[config.mk]
export PLATFORM = sky130hd
export DESIGN_NAME = channel_top
export DESIGN_NICKNAME = d
export VERILOG_FILES = /design/src/hdl/channel_pkg.sv /design/src/hdl/ca_code_gen.sv /design/src/hdl/carrier_mixer.sv /design/src/hdl/channel_top.sv /design/src/hdl/correlator_bank.sv /design/src/hdl/slot_allocator.sv /design/src/hdl/slot_sequencer.sv
export SDC_FILE = /design/constraint.sdc
export NUM_CORES = 1
export LEC_CHECK = 0
export BUFFER_PORTS_ARGS = -buffer_cell sky130_fd_sc_hd__buf_2
export CORE_MARGIN = 4
export CORE_UTILIZATION = 55
export DETAILED_ROUTE_END_ITERATION = 10
export PLACE_DENSITY = 0.72
export SLEW_MARGIN = 25
export SYNTH_ARGS = -nofsm -noshare
export SYNTH_HDL_FRONTEND = slang
export SYNTH_SLANG_ARGS = --single-unit
[constraint.sdc]
create_clock -name clk -period 9.55 [get_ports clk]
set_clock_uncertainty 0.1 [all_clocks]
set_input_delay 1.91 -clock clk [delete_from_list [all_inputs] [get_ports clk]]
set_output_delay 1.91 -clock clk [all_outputs]
set_load 0.01 [all_outputs]
[src/hdl/channel_pkg.sv]
package channel_pkg;

   //////////////////////////////////////////////////////////////////////
   // Widths
   //////////////////////////////////////////////////////////////////////

   // Upper bound on the number of time-shared slots.
   localparam int MAX_SLOTS = 8;

   typedef logic        [$clog2(MAX_SLOTS)-1:0] slot_t;
   typedef logic        [5:0]                   prn_t;
   typedef logic signed [2:0]                   sample_t;
   typedef logic signed [11:0]                  doppler_t;
   typedef logic        [15:0]                  phase_t;
   typedef logic signed [2:0]                   carrier_t;
   typedef logic signed [5:0]                   wiped_t;
   typedef logic signed [19:0]                  acc_t;
   typedef logic        [9:0]                   lfsr_t;

   // G1 and G2 load value at the start of a code period.
   localparam lfsr_t LFSR_INIT = '1;

   //////////////////////////////////////////////////////////////////////
   // Pipeline structs
   //////////////////////////////////////////////////////////////////////

   // Settings of the slot currently in stage 0.
   typedef struct packed {
      logic     active;
      logic     init;
      prn_t     prn;
      doppler_t doppler;
   } slot_cfg_t;

   // Control that follows one slot item down the pipeline.
   typedef struct packed {
      logic  valid;
      slot_t slot;
      prn_t  prn;
      logic  clear;
      logic  dump;
   } stage_ctrl_t;

   typedef struct packed {
      wiped_t i;
      wiped_t q;
   } wipe_t;

   typedef struct packed {
      prn_t prn;
      acc_t i;
      acc_t q;
   } acc_result_t;

   //////////////////////////////////////////////////////////////////////
   // Tables
   //////////////////////////////////////////////////////////////////////

   // Carrier values indexed by the top three phase bits.
   localparam carrier_t CARRIER_COS [8] = '{
      3'sd2, 3'sd1, 3'sd0, -3'sd1, -3'sd2, -3'sd1, 3'sd0, 3'sd1
   };

   // Sine lags cosine by a quarter turn.
   localparam carrier_t CARRIER_SIN [8] = '{
      3'sd0, 3'sd1, 3'sd2, 3'sd1, 3'sd0, -3'sd1, -3'sd2, -3'sd1
   };

   // G2 output taps. Entry n holds PRN n+1, upper nibble first stage,
   // lower nibble second stage.
   localparam logic [7:0] G2_TAPS [32] = '{
      8'h26, 8'h37, 8'h48, 8'h59, 8'h19, 8'h2A, 8'h18, 8'h29,
      8'h3A, 8'h23, 8'h34, 8'h56, 8'h67, 8'h78, 8'h89, 8'h9A,
      8'h14, 8'h25, 8'h36, 8'h47, 8'h58, 8'h69, 8'h13, 8'h46,
      8'h57, 8'h68, 8'h79, 8'h8A, 8'h16, 8'h27, 8'h38, 8'h49
   };

endpackage

[src/hdl/ca_code_gen.sv]
`timescale 1ns/1ps

module ca_code_gen #(
   parameter int NUM_SLOTS = 4
) (
   input  logic                   clk,
   input  logic                   rst_n_i,
   input  channel_pkg::slot_t     slot_i,
   input  logic                   slot_stb_i,
   input  channel_pkg::slot_cfg_t cfg_i,
   output logic                   chip_o
);
   import channel_pkg::*;

   localparam int IDX_W = (NUM_SLOTS > 1) ? $clog2(NUM_SLOTS) : 1;

   // Stage n of each register sits in bit n-1.
   lfsr_t            g1_q [NUM_SLOTS];
   lfsr_t            g2_q [NUM_SLOTS];

   logic [IDX_W-1:0] cur_idx;
   lfsr_t            g1_cur;
   lfsr_t            g2_cur;
   lfsr_t            g1_next;
   lfsr_t            g2_next;
   logic [4:0]       tap_idx;
   logic [7:0]       taps;
   logic             chip;

   assign cur_idx = slot_i[IDX_W-1:0];

   // A new claim restarts the code from the all-ones state.
   assign g1_cur = cfg_i.init ? LFSR_INIT : g1_q[cur_idx];
   assign g2_cur = cfg_i.init ? LFSR_INIT : g2_q[cur_idx];

   // PRN-selected G2 phase taps.
   assign tap_idx = 5'(cfg_i.prn - 6'd1);
   assign taps    = G2_TAPS[tap_idx];
   assign chip    = g1_cur[9] ^ g2_cur[taps[7:4] - 4'd1] ^ g2_cur[taps[3:0] - 4'd1];

   // G1 is 1 + x^3 + x^10, G2 is 1 + x^2 + x^3 + x^6 + x^8 + x^9 + x^10.
   assign g1_next = {g1_cur[8:0], g1_cur[2] ^ g1_cur[9]};
   assign g2_next = {g2_cur[8:0],
                     g2_cur[1] ^ g2_cur[2] ^ g2_cur[5] ^ g2_cur[7] ^ g2_cur[8] ^ g2_cur[9]};

   always_ff @(posedge clk) begin
      if (slot_stb_i && cfg_i.active) begin
         g1_q[cur_idx] <= g1_next;
         g2_q[cur_idx] <= g2_next;
      end
   end

   // One chip per sample goes to stage 1.
   always_ff @(posedge clk) begin
      if (!rst_n_i)
         chip_o <= 1'b0;
      else
         chip_o <= chip;
   end

endmodule

[src/hdl/carrier_mixer.sv]
`timescale 1ns/1ps

module carrier_mixer #(
   parameter int                  NUM_SLOTS = 4,
   parameter channel_pkg::phase_t IF_INC    = 16'd4660
) (
   input  logic                     clk,
   input  logic                     rst_n_i,
   input  channel_pkg::slot_t       slot_i,
   input  logic                     slot_stb_i,
   input  channel_pkg::slot_cfg_t   cfg_i,
   input  channel_pkg::sample_t     sample_i,
   input  logic                     period_first_i,
   input  logic                     period_last_i,
   output channel_pkg::stage_ctrl_t ctrl_o,
   output channel_pkg::wipe_t       wipe_o
);
   import channel_pkg::*;

   localparam int IDX_W = (NUM_SLOTS > 1) ? $clog2(NUM_SLOTS) : 1;

   phase_t           phase_q [NUM_SLOTS];

   logic [IDX_W-1:0] cur_idx;
   phase_t           phase_cur;
   phase_t           phase_next;
   logic [2:0]       lut_idx;
   carrier_t         cos_val;
   carrier_t         sin_val;

   assign cur_idx = slot_i[IDX_W-1:0];

   // Phase restarts at zero on a fresh claim.
   assign phase_cur = cfg_i.init ? '0 : phase_q[cur_idx];

   // Step is the IF plus the signed Doppler, wrapping at 2^16.
   assign phase_next = phase_cur + IF_INC + phase_t'(cfg_i.doppler);

   assign lut_idx = phase_cur[15:13];
   assign cos_val = CARRIER_COS[lut_idx];
   assign sin_val = CARRIER_SIN[lut_idx];

   always_ff @(posedge clk) begin
      if (slot_stb_i && cfg_i.active)
         phase_q[cur_idx] <= phase_next;
   end

   //////////////////////////////////////////////////////////////////////
   // Stage 1 registers
   //////////////////////////////////////////////////////////////////////

   always_ff @(posedge clk) begin
      wipe_o.i <= wiped_t'(sample_i) * wiped_t'(cos_val);
      wipe_o.q <= wiped_t'(sample_i) * wiped_t'(sin_val);
   end

   // Accumulation restarts on the period start or on the slot's first sample.
   always_ff @(posedge clk) begin
      if (!rst_n_i) begin
         ctrl_o <= '0;
      end else begin
         ctrl_o.valid <= slot_stb_i && cfg_i.active;
         ctrl_o.slot  <= slot_i;
         ctrl_o.prn   <= cfg_i.prn;
         ctrl_o.clear <= cfg_i.init || period_first_i;
         ctrl_o.dump  <= period_last_i;
      end
   end

endmodule

[src/hdl/channel_top.sv]
`timescale 1ns/1ps

module channel_top #(
   parameter int                  NUM_SLOTS = 4,
   parameter int                  ACC_LEN   = 1023,
   parameter channel_pkg::phase_t IF_INC    = 16'd4660
) (
   input  logic                     clk,
   input  logic                     rst_n_i,
   input  logic                     sample_valid_i,
   input  channel_pkg::sample_t     sample_i,
   input  logic                     init_i,
   input  channel_pkg::prn_t        init_prn_i,
   input  channel_pkg::doppler_t    init_doppler_i,
   output logic                     slot_available_o,
   output logic                     acc_valid_o,
   output channel_pkg::acc_result_t acc_o
);
   import channel_pkg::*;

   // Stage 0 signals.
   slot_t       slot_s0;
   logic        slot_stb_s0;
   sample_t     sample_s0;
   logic        period_first_s0;
   logic        period_last_s0;
   slot_cfg_t   cfg_s0;

   // Stage 1 signals.
   logic        chip_s1;
   stage_ctrl_t ctrl_s1;
   wipe_t       wipe_s1;

   //////////////////////////////////////////////////////////////////////
   // Stage 0: slot sweep and slot settings
   //////////////////////////////////////////////////////////////////////

   slot_sequencer #(.NUM_SLOTS(NUM_SLOTS), .ACC_LEN(ACC_LEN)) u_seq (
      .clk(clk), .rst_n_i(rst_n_i),
      .sample_valid_i(sample_valid_i), .sample_i(sample_i),
      .slot_o(slot_s0), .slot_stb_o(slot_stb_s0), .sample_o(sample_s0),
      .period_first_o(period_first_s0), .period_last_o(period_last_s0));

   slot_allocator #(.NUM_SLOTS(NUM_SLOTS)) u_alloc (
      .clk(clk), .rst_n_i(rst_n_i),
      .init_i(init_i), .init_prn_i(init_prn_i), .init_doppler_i(init_doppler_i),
      .slot_i(slot_s0), .slot_stb_i(slot_stb_s0),
      .cfg_o(cfg_s0), .slot_available_o(slot_available_o));

   // Code and carrier state update in stage 0 and register into stage 1.
   ca_code_gen #(.NUM_SLOTS(NUM_SLOTS)) u_code (
      .clk(clk), .rst_n_i(rst_n_i),
      .slot_i(slot_s0), .slot_stb_i(slot_stb_s0), .cfg_i(cfg_s0),
      .chip_o(chip_s1));

   carrier_mixer #(.NUM_SLOTS(NUM_SLOTS), .IF_INC(IF_INC)) u_mix (
      .clk(clk), .rst_n_i(rst_n_i),
      .slot_i(slot_s0), .slot_stb_i(slot_stb_s0), .cfg_i(cfg_s0),
      .sample_i(sample_s0),
      .period_first_i(period_first_s0), .period_last_i(period_last_s0),
      .ctrl_o(ctrl_s1), .wipe_o(wipe_s1));

   //////////////////////////////////////////////////////////////////////
   // Stage 1: accumulate, dump into stage 2
   //////////////////////////////////////////////////////////////////////

   correlator_bank #(.NUM_SLOTS(NUM_SLOTS)) u_corr (
      .clk(clk), .rst_n_i(rst_n_i),
      .ctrl_i(ctrl_s1), .wipe_i(wipe_s1), .chip_i(chip_s1),
      .acc_valid_o(acc_valid_o), .acc_o(acc_o));

endmodule

[src/hdl/correlator_bank.sv]
`timescale 1ns/1ps

module correlator_bank #(
   parameter int NUM_SLOTS = 4
) (
   input  logic                     clk,
   input  logic                     rst_n_i,
   input  channel_pkg::stage_ctrl_t ctrl_i,
   input  channel_pkg::wipe_t       wipe_i,
   input  logic                     chip_i,
   output logic                     acc_valid_o,
   output channel_pkg::acc_result_t acc_o
);
   import channel_pkg::*;

   localparam int IDX_W = (NUM_SLOTS > 1) ? $clog2(NUM_SLOTS) : 1;

   // Prompt I/Q accumulators, one pair per slot.
   acc_t             acc_i_q [NUM_SLOTS];
   acc_t             acc_q_q [NUM_SLOTS];

   logic [IDX_W-1:0] cur_idx;
   acc_t             base_i;
   acc_t             base_q;
   acc_t             term_i;
   acc_t             term_q;
   acc_t             sum_i;
   acc_t             sum_q;

   assign cur_idx = ctrl_i.slot[IDX_W-1:0];

   assign base_i = ctrl_i.clear ? '0 : acc_i_q[cur_idx];
   assign base_q = ctrl_i.clear ? '0 : acc_q_q[cur_idx];

   assign term_i = acc_t'(wipe_i.i);
   assign term_q = acc_t'(wipe_i.q);

   // Code wipe-off. A one chip flips the sign of the carrier-wiped sample.
   assign sum_i = chip_i ? base_i - term_i : base_i + term_i;
   assign sum_q = chip_i ? base_q - term_q : base_q + term_q;

   always_ff @(posedge clk) begin
      if (ctrl_i.valid) begin
         acc_i_q[cur_idx] <= sum_i;
         acc_q_q[cur_idx] <= sum_q;
      end
   end

   //////////////////////////////////////////////////////////////////////
   // Stage 2 dump
   //////////////////////////////////////////////////////////////////////

   always_ff @(posedge clk) begin
      if (!rst_n_i)
         acc_valid_o <= 1'b0;
      else
         acc_valid_o <= ctrl_i.valid && ctrl_i.dump;
   end

   // Result holds until the next dump.
   always_ff @(posedge clk) begin
      if (ctrl_i.valid && ctrl_i.dump) begin
         acc_o.prn <= ctrl_i.prn;
         acc_o.i   <= sum_i;
         acc_o.q   <= sum_q;
      end
   end

endmodule

[src/hdl/slot_allocator.sv]
`timescale 1ns/1ps

module slot_allocator #(
   parameter int NUM_SLOTS = 4
) (
   input  logic                   clk,
   input  logic                   rst_n_i,
   input  logic                   init_i,
   input  channel_pkg::prn_t      init_prn_i,
   input  channel_pkg::doppler_t  init_doppler_i,
   input  channel_pkg::slot_t     slot_i,
   input  logic                   slot_stb_i,
   output channel_pkg::slot_cfg_t cfg_o,
   output logic                   slot_available_o
);
   import channel_pkg::*;

   localparam int IDX_W = (NUM_SLOTS > 1) ? $clog2(NUM_SLOTS) : 1;

   logic [NUM_SLOTS-1:0] active_q;
   logic [NUM_SLOTS-1:0] pending_q;
   prn_t                 prn_q [NUM_SLOTS];
   doppler_t             doppler_q [NUM_SLOTS];

   logic                 free_found;
   slot_t                free_slot;
   logic [IDX_W-1:0]     cur_idx;
   logic [IDX_W-1:0]     free_idx;

   // Lowest free slot wins; scan from the top so the last hit is lowest.
   always_comb begin
      free_found = 1'b0;
      free_slot  = '0;
      for (int s = NUM_SLOTS - 1; s >= 0; s--) begin
         if (!active_q[s]) begin
            free_found = 1'b1;
            free_slot  = slot_t'(s);
         end
      end
   end

   assign cur_idx          = slot_i[IDX_W-1:0];
   assign free_idx         = free_slot[IDX_W-1:0];
   assign slot_available_o = free_found;

   // Stage 0 view of the swept slot.
   assign cfg_o = '{active:  active_q[cur_idx],
                    init:    pending_q[cur_idx],
                    prn:     prn_q[cur_idx],
                    doppler: doppler_q[cur_idx]};

   always_ff @(posedge clk) begin
      if (!rst_n_i) begin
         active_q  <= '0;
         pending_q <= '0;
      end else begin
         // First sample seen by the slot consumes the pending init.
         if (slot_stb_i && active_q[cur_idx])
            pending_q[cur_idx] <= 1'b0;
         if (init_i && free_found) begin
            active_q[free_idx]  <= 1'b1;
            pending_q[free_idx] <= 1'b1;
         end
      end
   end

   always_ff @(posedge clk) begin
      if (init_i && free_found) begin
         prn_q[free_idx]     <= init_prn_i;
         doppler_q[free_idx] <= init_doppler_i;
      end
   end

endmodule

[src/hdl/slot_sequencer.sv]
`timescale 1ns/1ps

module slot_sequencer #(
   parameter int NUM_SLOTS = 4,
   parameter int ACC_LEN   = 1023
) (
   input  logic                 clk,
   input  logic                 rst_n_i,
   input  logic                 sample_valid_i,
   input  channel_pkg::sample_t sample_i,
   output channel_pkg::slot_t   slot_o,
   output logic                 slot_stb_o,
   output channel_pkg::sample_t sample_o,
   output logic                 period_first_o,
   output logic                 period_last_o
);
   import channel_pkg::*;

   localparam int    CNT_W     = $clog2(ACC_LEN + 1);
   localparam slot_t LAST_SLOT = slot_t'(NUM_SLOTS - 1);

   logic [CNT_W-1:0] count_q;
   logic             first_now;
   logic             last_now;

   assign first_now = (count_q == '0);
   assign last_now  = (count_q == CNT_W'(ACC_LEN - 1));

   // Sweep every slot once per sample, starting the cycle after the strobe.
   always_ff @(posedge clk) begin
      if (!rst_n_i) begin
         slot_stb_o <= 1'b0;
         slot_o     <= '0;
      end else if (sample_valid_i) begin
         slot_stb_o <= 1'b1;
         slot_o     <= '0;
      end else if (slot_stb_o) begin
         slot_stb_o <= (slot_o != LAST_SLOT);
         slot_o     <= (slot_o == LAST_SLOT) ? '0 : slot_o + slot_t'(1);
      end
   end

   // Period position of the captured sample, held for the whole sweep.
   always_ff @(posedge clk) begin
      if (!rst_n_i) begin
         count_q        <= '0;
         period_first_o <= 1'b0;
         period_last_o  <= 1'b0;
      end else if (sample_valid_i) begin
         count_q        <= last_now ? '0 : count_q + CNT_W'(1);
         period_first_o <= first_now;
         period_last_o  <= last_now;
      end
   end

   always_ff @(posedge clk) begin
      if (sample_valid_i)
         sample_o <= sample_i;
   end

endmodule

==> impl_summary.txt <==
----------------------------------------------------
[Worst setup path]
  Critical path class ... flop to flop
  Largest fanout on the critical path ... 38
  Top delay family on crit path ... multiplexers
  Count of buffer and inverter cells on the critical path ... 3
  Crit path required time ... 9.93 ns
  Most frequent cell on the critical path ... sky130_fd_sc_hd__ha_1
  Arrival time worst endpoint ... 6.23 ns
  Ordered cell list for the critical path ... buf_4 > mux4_2 > inv_1 > ha_1 > inv_1 > ha_1 > mux4_2 > mux2i_1 > ha_1 > xnor2_1 > mux2i_1 > a221oi_1 > a2bb2oi_1 > a221oi_2 > xnor2_1 > nor2b_1
  Slowest stage cell, crit path ... sky130_fd_sc_hd__mux4_2
  Worst setup EP type ... flop
  Startpoint type of the worst setup path ... flop
  Critical path's largest stage delay ... 0.71 ns

[Clock network]
  Cell at the root of the clock tree ... sky130_fd_sc_hd__clkbuf_16
  Number of levels the H-tree was split into ... 2
  Clock net sink count ... 475
  Number of buffers added by the clock tree synthesis step ... 47
  Count of instances resized after the clock tree is built ... 0
  Setup repair bufs after CTS ... 0
  Latest clock arrival within the worst-skew pair ... 0.58 ns
  TritonCTS clock tree ... done
  CTS clock-pin slew for the worst setup and hold paths ... 0.06 ns
  Number of buffers on the longest clock path ... 3
  Cts hold-fix bufs ... 0

[Place]
  Gp weighted congestion ... 0.827
  Half-perimeter wire length of the detailed placement result ... 25.5 mm
  Port buffer count ... 72

[Global route]
  Global-route usage over all layers ... 0.187
  Pin count of the biggest net entering global routing ... 49
  GR Overflow Total ... 0
  Antenna violations before repair ... 0
  Wire length of the first global-routing pass ... 65.5 mm
  Via count of the first global-routing pass ... 12,500

[Synthesis]
  Sequential element share of the synthesized area ... 0.626
  Synth async-reset ratio ... 0
  Average cell area after synthesis ... 15.1 um2
  Synthesized netlist net count ... 1,602
  Synth Warn # ... 0
  Synthesis-stage register bit count ... 475
  Top_reg_cell synth ... sky130_fd_sc_hd__edfxtp_1
  Number of flops mapped to enable cells by yosys ... 425
  Post-Synthesis Cells ... 1,458
  Cell area after synthesis ... 22,000 um2
  Unique cell type count in the Yosys netlist ... 71

[Timing]
  Setup-violating endpoint count in the final report ... 0
  Unrepaired setup endpoints after global routing ... false
  Fin crit share ... 0.613
  Max-Slew Margin vs Limit ... 0.440
  Post-layout minimum cycle time ... 5.85 ns
  Max-slew violation total from the final report ... 0
  Max Clock Freq ... 171 MHz
  Actual transition at the worst max-transition pin ... 0.837 ns
  Summed negative setup slack over all endpoints ... 0 ns
  Hold Vio Cnt, Final ... 0

[Pwr]
  Peak supply drop ... 0.000206 V
  Total power divided by cell area ... 273 nW/um2
  Relative contribution of the clock network to total power ... 0.268
  Pint ... 4610 uW
  Register share of total power ... 0.432
  Leakage power of the design ... 0.00872 uW
  Final Power ... 6680 uW
  Fraction of power spent switching nets ... 0.310
  P_sw ... 2070 uW
  Combinational Power Share ... 0.300

[Floorplan]
  Die Wd ... 208 um
  DIE HEIGHT ... 208 um
  Full die area ... 43,300 um2
  Core Box Area ... 39,100 um2
  Num rows ... 72
  Number of top-level design ports ... 73
  Starting density of the core ... 0.563

[Status]
  Result of the run ... complete, no violations

[Layout]
  Share of post-route cells with drive strength above 1 ... 0.187
  Filler instances ... 2,876
  Antenna fix cells ... 0
  Growth of design area from synthesis to finish ... 11.4%
  NumNets Final ... 1,698

[Drt]
  Routed wirelength normalized by instance count ... 19.0 um
  DRT Pass-1 Iters ... 5
  Detailed-route via count ... 12,000
  Number of remaining DRC errors ... 0
  Final Routed Wirelength ... 40.0 mm
  Drt first-iter violations ... 691
  Number of nets with antenna violations after detailed routing ... 0
  Ratio of routed vias to standard cells ... 5.68

[Flow run]
  Max-capacitance violation count ... 0

[Min path]
  Classification of the worst-slack hold path ... flop to flop

----------------------------------------------------
==> layout by cell type (no fill, tap or decap), drive strengths merged, types with 8 or more instances in the layout <==
| cell type | Yosys | routed |
|---|---|---|
| nand4 | 8 | 8 |
| mux4 | 96 | 96 |
| and2 | 18 | 18 |
| ha | 108 | 108 |
| or3 | 9 | 9 |
| dfxtp | 50 | 50 |
| a21oi | 54 | 54 |
| xor2 | 16 | 16 |
| a211oi | 9 | 9 |
| buf | 16 | 92 |
| clkinv | 0 | 16 |
| nor2 | 78 | 78 |
| mux2i | 16 | 16 |
| fa | 11 | 11 |
| a21boi | 12 | 12 |
| nor3 | 22 | 22 |
| edfxtp | 425 | 425 |
| nand3 | 19 | 19 |
| nor2b | 70 | 70 |
| o21a | 14 | 14 |
| o21ai | 31 | 31 |
| nand2b | 16 | 16 |
| inv | 95 | 99 |
| nand2 | 71 | 71 |
| clkbuf | 29 | 61 |
| or2 | 17 | 17 |
| xnor2 | 62 | 62 |
| and3 | 10 | 10 |
==> area by class of cell <==
type                    instances  area (um2)  area share
multi-input cells             843        7730       0.315
inverters                      95         357      0.0146
clock buffers                  61        1260      0.0514
well taps                     518         648      0.0265
flip-flops and latches        475       13800       0.562
clock inverters                24         226     0.00924
repair buffers                 92         510      0.0208
==> final timing paths <==
kind                   startpoint               end  slack, ns  cells after the start
setup / recovery             flop     u_code.chip_o       3.70                     16
hold / removal    u_mix.ctrl_o[3]  u_corr.acc_o[41]       0.30                      0
setup reg to reg             flop     u_code.chip_o       3.70                     16
hold reg to reg   u_mix.ctrl_o[3]  u_corr.acc_o[41]       0.30                      0
==> flip-flops by register name (all words and copies together) (netlist names), 10 cells and up, named ones only <==
signal and cells:
u_corr.acc_q_q 80, u_alloc.doppler_q 48, u_mix.phase_q 64, u_code.g2_q 40, u_alloc.prn_q 24, u_seq.count_q 10, u_mix.ctrl_o 11, u_corr.acc_i_q 80
u_mix.wipe_o 11, u_corr.acc_o 46, u_code.g1_q 40
==> per-layer routing <==
metal,GRT usage,wire length [um],vias to the layer above
met1,0.248,17400,5988
met2,0.320,19900,225
met5,0,0,-
met3,0.0309,1620,73
li1,-,-,5691
met4,0.0602,1070,0
==> metrics by stage <==
| stage | instances | utilization | area, um2 | setup slack (ns) | hold WS [ns] |
|---|---|---|---|---|---|
| final | 2108 | 0.627 | 24500 | 3.70 | 0.303 |
| after global routing | 2108 | 0.627 | 24500 | 3.06 | 0.313 |
| after CTS | 2108 | 0.627 | 24500 | 3.63 | 0.305 |
| after detailed placement | 2023 | 0.589 | 23000 | 3.65 | 0.290 |
| after global placement | 2023 | 0.589 | 23000 | 3.77 | 0.289 |
| after floorplan | 1458 | - | 22000 | 3.69 | 0.286 |
==> Yosys cell counts (all sizes together) (19+ instances only) <==
library cell  number  area [um2]
edfxtp           425       12800
ha               108        1350
mux4              96        2170
inv               95         357
nor2              78         295
nand2             71         267
nor2b             70         438
xnor2             62         569
a21oi             54         278
dfxtp             50        1000
o21ai             31         155
clkbuf            29         109
nor3              22         121
nand3             19        95.1
==> logic make-up after synthesis <==
logic type / count (synthesis) / synth area share
AO/OA/AOI/OAI: 169 / 0.0519
XOR/XNOR: 78 / 0.0331
adder cells (fa/ha/maj): 119 / 0.0714
buffers and inverters: 140 / 0.0245
flip-flops: 475 / 0.626
multiplexers: 116 / 0.108
AND/OR/NAND/NOR: 361 / 0.0852
==> power groups by stage <==
stage / Sequential (uW) / Combinational [uW] / Clock [uW]
floorplan: 2900 / 1530 / 0
global placement: 2930 / 1910 / 0
detailed placement: 2930 / 2000 / 0
CTS: 2890 / 2010 / 1840
global route: 2900 / 2270 / 1930
finish: 2890 / 2010 / 1790
Note: power is estimated with default switching activity, not from simulation.
